--- src/source/nes_bus_pkg.sv ---
// Shared bus widths, register address map and struct types, imported by every RTL block
package nes_bus_pkg;

	// Bus widths
	localparam int CPU_ADDR_W = 16;
	localparam int MEM_ADDR_W = 22;  // Linear address into the shared memory
	localparam int DATA_W     = 8;

	typedef logic [CPU_ADDR_W-1:0] cpu_addr_t;
	typedef logic [MEM_ADDR_W-1:0] mem_addr_t;
	typedef logic [DATA_W-1:0]     byte_t;

	// One bus cycle on the CPU side
	typedef struct packed {
		cpu_addr_t addr;
		byte_t     data;
		logic      read;
		logic      write;
	} cpu_bus_t;

	// One access to the shared memory
	typedef struct packed {
		mem_addr_t addr;
		byte_t     data;
		logic      read;
		logic      write;
	} mem_req_t;

	// Enables and slot strobes for the current master clock
	typedef struct packed {
		logic cpu_ce;
		logic ppu_ce;
		logic cart_pre;   // Program fetch slot
		logic ppu_io;     // PPU register access slot
		logic odd_cycle;  // 1 on odd CPU cycles
	} clk_en_t;

	typedef struct packed {
		logic       strobe;
		logic [1:0] clock;  // One per pad
	} joypad_t;

	// Register map
	localparam cpu_addr_t OAM_DMA_ADDR    = 16'h4014;
	localparam cpu_addr_t OAM_DATA_ADDR   = 16'h2004;
	localparam cpu_addr_t APU_STATUS_ADDR = 16'h4015;
	localparam cpu_addr_t JOY1_ADDR       = 16'h4016;
	localparam cpu_addr_t JOY2_ADDR       = 16'h4017;
	localparam cpu_addr_t PPU_LO          = 16'h2000;
	localparam cpu_addr_t PPU_HI          = 16'h4000;
	localparam cpu_addr_t APU_LO          = 16'h4000;
	localparam cpu_addr_t APU_HI          = 16'h4018;
	localparam cpu_addr_t OPEN_LO         = 16'h4018;  // Unmapped, reads float
	localparam cpu_addr_t OPEN_HI         = 16'h4100;

	// Master clocks per CPU and PPU tick
	localparam int DIV_CPU_DEFAULT = 12;
	localparam int DIV_PPU_DEFAULT = 4;

endpackage
--- src/source/nes_bus_top.sv ---
// Console bus and clocking core; external CPU, APU and PPU cores connect through these ports
`timescale 1ns/100ps

module nes_bus_top #(
	parameter int div_cpu_n = nes_bus_pkg::DIV_CPU_DEFAULT,
	parameter int div_ppu_n = nes_bus_pkg::DIV_PPU_DEFAULT
) (
	input  logic                   clk,
	input  logic                   reset,
	input  logic [1:0]             sys_type,
	input  nes_bus_pkg::cpu_bus_t  cpu_in,       // From the processor
	output logic                   pause_cpu,    // Ready low
	input  logic                   dmc_req,
	input  nes_bus_pkg::cpu_addr_t dmc_addr,
	output logic                   dmc_ack,
	input  nes_bus_pkg::byte_t     ppu_dout,
	input  nes_bus_pkg::byte_t     apu_status,
	input  logic [3:0]             joypad_data,
	input  logic                   mic,
	input  nes_bus_pkg::mem_req_t  chr_req,      // From the picture unit
	input  nes_bus_pkg::byte_t     mem_din_cpu,
	output nes_bus_pkg::byte_t     cpu_din,
	output nes_bus_pkg::cpu_bus_t  bus_out,      // To the register devices
	output nes_bus_pkg::joypad_t   joypad,
	output nes_bus_pkg::mem_req_t  mem,
	output logic                   mem_read_ppu,
	output nes_bus_pkg::clk_en_t   ce            // Shared with the external cores
);
	import nes_bus_pkg::*;

	cpu_bus_t dma_bus;
	logic     dma_active;
	mem_req_t prg_req;

	clock_enables #(
		.div_cpu_n (div_cpu_n),
		.div_ppu_n (div_ppu_n)
	) i_clock_enables (
		.clk      (clk),
		.reset    (reset),
		.sys_type (sys_type),
		.ce       (ce)
	);

	dma_controller i_dma_controller (
		.clk        (clk),
		.reset      (reset),
		.ce         (ce),
		.cpu_bus    (bus_out),
		.cpu_read   (cpu_in.read),
		.dmc_req    (dmc_req),
		.dmc_addr   (dmc_addr),
		.ram_data   (cpu_din),     // DMA reads through the CPU data mux
		.dma_bus    (dma_bus),
		.dma_active (dma_active),
		.dmc_ack    (dmc_ack),
		.pause_cpu  (pause_cpu)
	);

	cpu_bus_decode i_cpu_bus_decode (
		.clk         (clk),
		.reset       (reset),
		.ce          (ce),
		.cpu_in      (cpu_in),
		.dma_bus     (dma_bus),
		.dma_active  (dma_active),
		.ppu_dout    (ppu_dout),
		.apu_status  (apu_status),
		.mem_din_cpu (mem_din_cpu),
		.joypad_data (joypad_data),
		.mic         (mic),
		.bus_out     (bus_out),
		.cpu_din     (cpu_din),
		.joypad      (joypad),
		.prg_req     (prg_req)
	);

	memory_multiplex i_memory_multiplex (
		.clk          (clk),
		.reset        (reset),
		.ce           (ce),
		.prg_req      (prg_req),
		.chr_req      (chr_req),
		.mem          (mem),
		.mem_read_ppu (mem_read_ppu)
	);

endmodule

--- src/source/memory_multiplex.sv ---
// Shares one memory between PPU accesses and program accesses, PPU first
`timescale 1ns/100ps

module memory_multiplex (
	input  logic                  clk,
	input  logic                  reset,
	input  nes_bus_pkg::clk_en_t  ce,
	input  nes_bus_pkg::mem_req_t prg_req,
	input  nes_bus_pkg::mem_req_t chr_req,
	output nes_bus_pkg::mem_req_t mem,
	output logic                  mem_read_ppu
);
	logic saved_read;   // Program read pushed back by the PPU
	logic saved_write;
	logic chr_active;

	assign chr_active = chr_req.read || chr_req.write;

	// PPU is served in the clock it asks, program gets the free ticks
	assign mem.addr     = chr_active ? chr_req.addr : prg_req.addr;
	assign mem.data     = chr_req.write ? chr_req.data : prg_req.data;
	assign mem.read     = chr_active ? chr_req.read : (prg_req.read || saved_read);
	assign mem.write    = chr_active ? chr_req.write : (prg_req.write || saved_write);
	assign mem_read_ppu = chr_req.read;

	always_ff @(posedge clk) begin
		if (reset) begin
			saved_read  <= 1'b0;
			saved_write <= 1'b0;
		end else if (ce.ppu_ce) begin
			if (chr_active) begin
				saved_read  <= prg_req.read || saved_read;   // Collided, keep for later
				saved_write <= prg_req.write || saved_write;
			end else begin
				saved_read  <= 1'b0;  // Served in this tick
				saved_write <= 1'b0;
			end
		end
	end

	chr_single_op: assert property (@(posedge clk) disable iff (reset)
		!(chr_req.read && chr_req.write))
		else $error("PPU requested read and write together");
	mem_single_op: assert property (@(posedge clk) disable iff (reset)
		!(mem.read && mem.write))
		else $error("Memory read and write presented together");

endmodule

--- src/source/cpu_bus_decode.sv ---
// CPU/DMA bus merge, address decode, joypad strobes and CPU read-data mux with open bus
`timescale 1ns/100ps

module cpu_bus_decode (
	input  logic                  clk,
	input  logic                  reset,
	input  nes_bus_pkg::clk_en_t  ce,
	input  nes_bus_pkg::cpu_bus_t cpu_in,
	input  nes_bus_pkg::cpu_bus_t dma_bus,
	input  logic                  dma_active,
	input  nes_bus_pkg::byte_t    ppu_dout,
	input  nes_bus_pkg::byte_t    apu_status,
	input  nes_bus_pkg::byte_t    mem_din_cpu,
	input  logic [3:0]            joypad_data,  // Pads 1 and 2, plus power pad bits
	input  logic                  mic,
	output nes_bus_pkg::cpu_bus_t bus_out,
	output nes_bus_pkg::byte_t    cpu_din,
	output nes_bus_pkg::joypad_t  joypad,
	output nes_bus_pkg::mem_req_t prg_req
);
	import nes_bus_pkg::*;

	logic  apu_cs;
	logic  ppu_cs;
	logic  open_cs;
	logic  joy1_cs;
	logic  joy2_cs;
	logic  prg_cs;
	byte_t open_bus;   // Last value seen on the data bus
	byte_t read_data;

	// DMA owns the bus while it is active
	assign bus_out = dma_active ? dma_bus : cpu_in;

	assign apu_cs  = bus_out.addr >= APU_LO && bus_out.addr < APU_HI;
	assign ppu_cs  = bus_out.addr >= PPU_LO && bus_out.addr < PPU_HI;
	assign open_cs = bus_out.addr >= OPEN_LO && bus_out.addr < OPEN_HI;
	assign joy1_cs = bus_out.addr == JOY1_ADDR;
	assign joy2_cs = bus_out.addr == JOY2_ADDR;
	assign prg_cs  = !apu_cs && !ppu_cs;  // Cartridge space, RAM included

	always_comb begin
		if (reset)
			read_data = '0;
		else if (joy1_cs)
			read_data = {open_bus[7:5], 2'b00, mic, 1'b0, joypad_data[0]};
		else if (joy2_cs)
			read_data = {open_bus[7:5], joypad_data[3:2], 2'b00, joypad_data[1]};
		else if (bus_out.addr == APU_STATUS_ADDR)
			read_data = apu_status;
		else if (apu_cs || open_cs)
			read_data = open_bus;   // Write-only APU registers and unmapped space
		else if (ppu_cs)
			read_data = ppu_dout;
		else
			read_data = mem_din_cpu;
	end

	assign cpu_din = read_data;

	always_ff @(posedge clk) begin
		open_bus <= read_data;  // Bus capacitance keeps the last byte
	end

	// Strobe is bit 0 of a $4016 write, clocks come from pad reads
	assign joypad.strobe = joy1_cs && bus_out.write && bus_out.data[0];
	assign joypad.clock  = {joy2_cs && bus_out.read, joy1_cs && bus_out.read};

	// No mapper, program addresses are zero-extended
	assign prg_req.addr  = {{(MEM_ADDR_W - CPU_ADDR_W){1'b0}}, bus_out.addr};
	assign prg_req.data  = bus_out.data;
	assign prg_req.read  = bus_out.read && ce.cart_pre && prg_cs;
	assign prg_req.write = bus_out.write && ce.cart_pre && prg_cs;

endmodule

--- src/source/dma_controller.sv ---
// Sprite and DMC DMA engine; takes the CPU bus and pauses the processor while it runs
`timescale 1ns/100ps

module dma_controller (
	input  logic                   clk,
	input  logic                   reset,
	input  nes_bus_pkg::clk_en_t   ce,
	input  nes_bus_pkg::cpu_bus_t  cpu_bus,   // Merged bus, watched for the $4014 write
	input  logic                   cpu_read,  // CPU itself is in a read cycle
	input  logic                   dmc_req,
	input  nes_bus_pkg::cpu_addr_t dmc_addr,
	input  nes_bus_pkg::byte_t     ram_data,
	output nes_bus_pkg::cpu_bus_t  dma_bus,
	output logic                   dma_active,
	output logic                   dmc_ack,
	output logic                   pause_cpu
);
	import nes_bus_pkg::*;

	logic      dmc_state;       // DMC fetch armed
	logic [1:0] spr_state;      // Bit 0 requested, bit 1 transferring
	cpu_addr_t spr_addr;        // Page in high byte, n in low byte
	byte_t     last_val;
	logic [8:0] next_lo;        // Carry out ends the transfer
	logic      odd;
	logic      sprite_trigger;

	assign odd            = ce.odd_cycle;
	assign sprite_trigger = cpu_bus.write && cpu_bus.addr == OAM_DMA_ADDR;
	assign next_lo        = {1'b0, spr_addr[7:0]} + 9'd1;

	always_ff @(posedge clk) begin
		if (reset) begin
			dmc_state <= 1'b0;
			spr_state <= 2'b00;
		end else if (ce.cpu_ce) begin
			// DMC arms on an even read cycle, fires on the next even one
			if (!dmc_state && dmc_req && cpu_read && !odd)
				dmc_state <= 1'b1;
			if (dmc_state && !odd)
				dmc_state <= 1'b0;

			if (sprite_trigger)
				spr_state <= 2'b01;
			if (spr_state == 2'b01 && cpu_read && odd)
				spr_state <= 2'b11;             // Start on the odd read cycle
			if (spr_state[1] && !odd && dmc_state)
				spr_state <= 2'b01;             // DMC stole the slot, idle one cycle
			if (spr_state[1] && odd && next_lo[8])
				spr_state <= 2'b00;             // n = 255 written
		end
	end

	always_ff @(posedge clk) begin
		if (ce.cpu_ce) begin
			if (sprite_trigger)
				spr_addr <= {cpu_bus.data, 8'h00};
			else if (spr_state[1] && odd)
				spr_addr[7:0] <= next_lo[7:0];
			if (spr_state[1])
				last_val <= ram_data;  // Byte for the following $2004 write
		end
	end

	assign dmc_ack    = dmc_state && !odd;
	assign dma_active = dmc_ack || spr_state[1];
	assign pause_cpu  = spr_state[0] || dmc_req;

	// Even cycles read, odd cycles write to OAM
	assign dma_bus.addr  = dmc_ack ? dmc_addr : (odd ? OAM_DATA_ADDR : spr_addr);
	assign dma_bus.data  = last_val;
	assign dma_bus.read  = !odd;
	assign dma_bus.write = odd;

	dmc_ack_even: assert property (@(posedge clk) disable iff (reset)
		$rose(dmc_ack) |-> $past(ce.cpu_ce && odd))
		else $error("dmc_ack rose other than at the start of an even cycle");
	sprite_start_even: assert property (@(posedge clk) disable iff (reset)
		$rose(spr_state[1]) |-> !odd)
		else $error("Sprite transfer started on an odd cycle");

endmodule

--- src/source/clock_enables.sv ---
// Master clock divider giving CPU/PPU enables and access slots; one instance drives the system
`timescale 1ns/100ps

module clock_enables #(
	parameter int div_cpu_n = nes_bus_pkg::DIV_CPU_DEFAULT,
	parameter int div_ppu_n = nes_bus_pkg::DIV_PPU_DEFAULT
) (
	input  logic                 clk,
	input  logic                 reset,
	input  logic [1:0]           sys_type,  // Bit 0 selects PAL
	output nes_bus_pkg::clk_en_t ce
);
	localparam int cpu_w = $clog2(div_cpu_n + 1);
	localparam int ppu_w = $clog2(div_ppu_n + 1);

	logic [cpu_w-1:0] div_cpu;
	logic [ppu_w-1:0] div_ppu;
	logic [1:0]       ppu_tick;    // PPU ticks since last cpu_ce
	logic [2:0]       tick_count;  // PAL cycle count, wraps at 5
	logic             pal;
	logic             odd_cycle;
	logic             cpu_ce;
	logic             ppu_ce;
	logic             stretch;
	logic             hold_cpu;

	assign cpu_ce   = div_cpu == cpu_w'(div_cpu_n);
	assign ppu_ce   = div_ppu == ppu_w'(div_ppu_n);
	assign stretch  = pal && tick_count == 3'd4;  // Fifth PAL cycle
	// One clock only, the end of PPU tick 0
	assign hold_cpu = stretch && ppu_tick == 2'd0 && ppu_ce;

	always_ff @(posedge clk) begin
		if (reset) begin
			div_cpu    <= cpu_w'(1);
			div_ppu    <= ppu_w'(1);
			ppu_tick   <= 2'd0;
			tick_count <= 3'd0;
			odd_cycle  <= 1'b0;
			pal        <= sys_type[0];  // Static, taken only while in reset
		end else begin
			if (cpu_ce)
				div_cpu <= cpu_w'(1);
			else if (!hold_cpu)
				div_cpu <= div_cpu + 1'b1;
			div_ppu <= ppu_ce ? ppu_w'(1) : div_ppu + 1'b1;

			// Tick count restarts at the first PPU tick of each CPU cycle
			if (cpu_ce)
				ppu_tick <= 2'd0;
			else if (ppu_ce)
				ppu_tick <= ppu_tick + 1'b1;

			if (cpu_ce && pal)
				tick_count <= (tick_count == 3'd4) ? 3'd0 : tick_count + 1'b1;
			if (cpu_ce)
				odd_cycle <= !odd_cycle;
		end
	end

	assign ce.cpu_ce    = cpu_ce;
	assign ce.ppu_ce    = ppu_ce;
	assign ce.cart_pre  = ppu_tick == (stretch ? 2'd1 : 2'd0);  // Slots move one tick late
	assign ce.ppu_io    = ppu_tick == (stretch ? 2'd2 : 2'd1);
	assign ce.odd_cycle = odd_cycle;

	cpu_ce_single: assert property (@(posedge clk) disable iff (reset) cpu_ce |=> !cpu_ce)
		else $error("cpu_ce high on two clocks in a row");
	ppu_ce_single: assert property (@(posedge clk) disable iff (reset) ppu_ce |=> !ppu_ce)
		else $error("ppu_ce high on two clocks in a row");

endmodule

--- config.mk ---
export PLATFORM = sky130hd
export DESIGN_NAME = nes_bus_top
export DESIGN_NICKNAME = d
export VERILOG_FILES = /design/src/source/nes_bus_pkg.sv /design/src/source/nes_bus_top.sv /design/src/source/memory_multiplex.sv /design/src/source/cpu_bus_decode.sv /design/src/source/dma_controller.sv /design/src/source/clock_enables.sv
export SDC_FILE = /design/constraint.sdc
export NUM_CORES = 1
export LEC_CHECK = 0
export CAP_MARGIN = 40
export CORE_MARGIN = 2
export CORE_UTILIZATION = 58
export DETAILED_ROUTE_END_ITERATION = 16
export DONT_BUFFER_PORTS = 1
export PLACE_DENSITY = 0.76
export SYNTH_ARGS = -nofsm -noshare
export SYNTH_HDL_FRONTEND = slang
export SYNTH_SLANG_ARGS = --single-unit
--- constraint.sdc ---
create_clock -name clk -period 2.55 [get_ports clk]
set_input_delay 0.1275 -clock clk [delete_from_list [all_inputs] [get_ports clk]]
set_output_delay 0.1275 -clock clk [all_outputs]
set_load 0.03 [all_outputs]
==> flow_metrics.tcl <==
set metrics [dict create \
    finalNetCount 603 \
    synth_top_area_frac 0.215 \
    min_period_ns 2.94 \
    root_buffer "clkbuf_8" \
    drtIter0Drc 321 \
    cp-start-kind "flip-flop" \
    start_util 0.596 \
    vias_per_cell 6.77 \
    status "complete, but fails checks" \
    crit_family "simple AND/OR/NAND/NOR gates" \
    synth_fp_nets 500 \
    io_buffers 0 \
    async_reset_ff_frac 0 \
    grt_max_degree 26 \
    clock_skew_ns 0.0121 \
    rsz0062_at_grt "yes" \
    place_inst 525 \
    worst-endpoint-arrival_ns 2.81 \
    dp_hpwl_mm 8.73 \
    min_path_type "primary input to flip-flop" \
    syn_area_um2 3490 \
    vdd.ir_drop.worst_mv 0.366 \
    cts.path.max_buffers 2 \
    ys_ff_latch 51 \
    drv_cap 0 \
    cp-end-kind "output pin" \
    leakage_nw 2.04 \
    num_vias 3810 \
    antenna_found_initial 0 \
    max_clock_freq_mhz 340 \
    netlist_top_cells_area "edfxtp_1 22%, dfxtp_1 15%, mux2_2 7.4%" \
    worstPathCellList "inv_4, buf_4, a32oi_1, and2_1, inv_2, nor4_4, and4_4, buf_6, a211o_1, o211a_1, buf_12" \
    drt_wl_total_mm 13.9 \
    critPathSlowestCell "nor4_4" \
    cts_made_buffers 5 \
    critPathBufInv 5 \
    synth.distinct_cells 59 \
    finalSetupViolCount 54 \
    num_antenna_cells 0 \
    h-tree-depth 2 \
    required_ns 2.42 \
    place.gp.congestion 0.944 \
    clock_latency_ns 0.30 \
    fp.dieW_um 81.5 \
    crit_type "flip-flop to output pin" \
    hold_slack_ns 0.00778 \
    violations "negative setup slack" \
    crit_path_max_fanout 11 \
    slew_violations 0 \
    relSlewSlack 0.543 \
    synth_top_area_cell "edfxtp_1" \
    grt_pass1_wl_mm 18.1 \
    cts_tree "built" \
    seq_area_frac_synth 0.365 \
    path_clk_slew_ns 0.09 \
    wl_per_cell_um 24.7 \
    row_count 28 \
    cts_sinks 51 \
    antenna_left 0 \
    drc_errors 0 \
    finalCritPeriodShare 1.15 \
    ys_warn_count 0 \
    syn_to_final_growth_pct 41.4 \
    overflow 0 \
    p_per_area_nw_per_um2 392 \
    drive_gt1_frac 0.434 \
    critPathMaxStageDelay_ns 0.40 \
    worst_slack_ns -0.388 \
    fp.dieArea_um2 6650 \
    synth_edf_count 25 \
    post-place-ws_ns -0.0973 \
    pin_count 185 \
    die_h_um 81.5 \
    avgSynthCellArea_um2 9.08 \
    synth_ff_type "dfxtp_1" \
    hold_viol 0 \
    drt_pass1_iterations 6 \
    stdcell_count 563 \
    core_um2 5850 \
    synth_cells 384 \
    tightestPinTransition_ns 0.687 \
    grt_pass1_vias 3530 \
    grt_usage 0.366 \
]
-- final timing paths --
| kind | from | end | slack (ns) | cells past startpoint |
|---|---|---|---|---|
| worst max-delay path | i_clock_enables.odd_cycle$_SDFFE_PP0P_ | cpu_din[6] | -0.39 | 11 |
| worst max register to register | i_clock_enables.odd_cycle$_SDFFE_PP0P_ | i_dma_controller.last_val[6]$_DFFE_PP_ | -0.18 | 11 |
| worst min-delay path | reset | i_dma_controller.spr_state[0]$_SDFFE_PP0P_ | 0.008 | 2 |
| worst min register to register | i_clock_enables.div_ppu[0]$_SDFF_PP1_ | i_clock_enables.div_ppu[0]$_SDFF_PP1_ | 0.51 | 2 |
-- where the power goes --
group	total, W	leakage, nW	switching, W	internal (W)
clock	0.000478	0.0459	0.000260	0.000218
sequential	0.000891	0.442	0.0000155	0.000876
combinational	0.000563	1.55	0.000351	0.000212
total	0.00193	2.04	0.000626	0.00131
-- stage by stage --
step           TNS, ns  utilization  cell area (um^2)  power, W
2_1_floorplan   -0.233            -              3610   0.00126
3_3_place_gp    -0.553        0.726              4250   0.00139
3_5_place_dp     -1.09        0.726              4250   0.00140
4_1_cts          -2.49        0.795              4650   0.00188
5_1_grt         -11.54        0.843              4930   0.00199
6_report         -8.01        0.843              4930   0.00193
-- logic make-up after synthesis --
| kind of cell | after synthesis | synth area share |
|---|---|---|
| XOR/XNOR | 12 | 0.0301 |
| adder cells (fa/ha/maj) | 8 | 0.0287 |
| multiplexers | 35 | 0.109 |
| AND/OR/NAND/NOR | 138 | 0.208 |
| AO/OA/AOI/OAI | 91 | 0.183 |
| flip-flops | 51 | 0.365 |
| buffers and inverters | 49 | 0.0764 |
-- cell type report --
cell class / instances / area [um^2]
Clock buffer: 7 / 86.3
Clock inverter: 1 / 3.75
Multi-Input combinational cell: 286 / 2360
Sequential cell: 51 / 1280
Inverter: 27 / 116
Fill cell: 314 / 918
Tap cell: 75 / 93.8
Timing Repair Buffer: 116 / 987
-- synth_stat cells (5+ instances only) --
| library cell | count |
|---|---|
| inv_1 | 20 |
| xor2_1 | 7 |
| nor3_1 | 8 |
| buf_4 | 5 |
| a22oi_1 | 9 |
| a21oi_1 | 21 |
| a31oi_1 | 7 |
| ha_1 | 8 |
| edfxtp_1 | 25 |
| nor2_1 | 47 |
| a32oi_1 | 10 |
| nand4_1 | 6 |
| mux2i_1 | 11 |
| nand3_1 | 5 |
| nand2b_1 | 5 |
| nand2_1 | 24 |
| clkbuf_1 | 5 |
| and2_1 | 13 |
| buf_6 | 8 |
| o21ai_0 | 11 |
| inv_2 | 7 |
| dfxtp_1 | 26 |
| mux2_2 | 23 |
| xnor2_1 | 5 |
-- worst reg2reg max path, stage by stage, from the launching register on --
cell	delay, ns
dfxtp_4	0.38
inv_4	0.05
buf_4	0.18
a32oi_1	0.22
and2_1	0.22
inv_2	0.09
nor4_4	0.40
and4_4	0.31
buf_6	0.13
nand2_1	0.07
o211a_1	0.27
buf_4	0.17
-- state kept, by name, summed over array words and instances, names as in the netlist --
register                        flops
i_clock_enables.div_cpu             4
i_clock_enables.div_ppu             3
i_clock_enables.odd_cycle           1
i_clock_enables.pal                 1
i_clock_enables.ppu_tick            2
i_clock_enables.tick_count          3
i_cpu_bus_decode.open_bus           8
i_dma_controller.dmc_state          1
i_dma_controller.last_val           8
i_dma_controller.spr_addr          16
i_dma_controller.spr_state          2
i_memory_multiplex.saved_read       1
i_memory_multiplex.saved_write      1
-- timing repair --
item / 4_1_cts / 5_1_grt
resized for setup: 43 / 40
endpoints found under the setup margin: 31 / 49
pin swaps: 18 / 16
hold endpoints to repair: 13 / 0
setup buffers: 11 / 15
cloned: 3 / 0
hold buffers: 4 / 0
-- layout by cell type (no fill, tap or decap), drive strengths merged, types with 5 or more instances in the layout --
cell / count
nor2: 48
mux2i: 11
a32oi: 10
nand4: 6
xnor2: 5
nand2: 26
a31oi: 7
a21oi: 21
edfxtp: 25
nand2b: 5
a221oi: 5
clkbuf: 7
ha: 8
nand3: 5
and2: 14
xor2: 7
nor3: 9
mux2: 24
buf: 112
o21ai: 14
inv: 26
dfxtp: 26
a22oi: 9
-- routing by layer --
metal  part of all wire  global-route usage  vias up
met3               0.11              0.0945      104
met5                  0                   0        -
met2               0.49               0.613      333
met4              0.072               0.202        0
li1                   -                   -     1612
met1               0.33               0.426     1761
(Power assumes the default switching activity.)
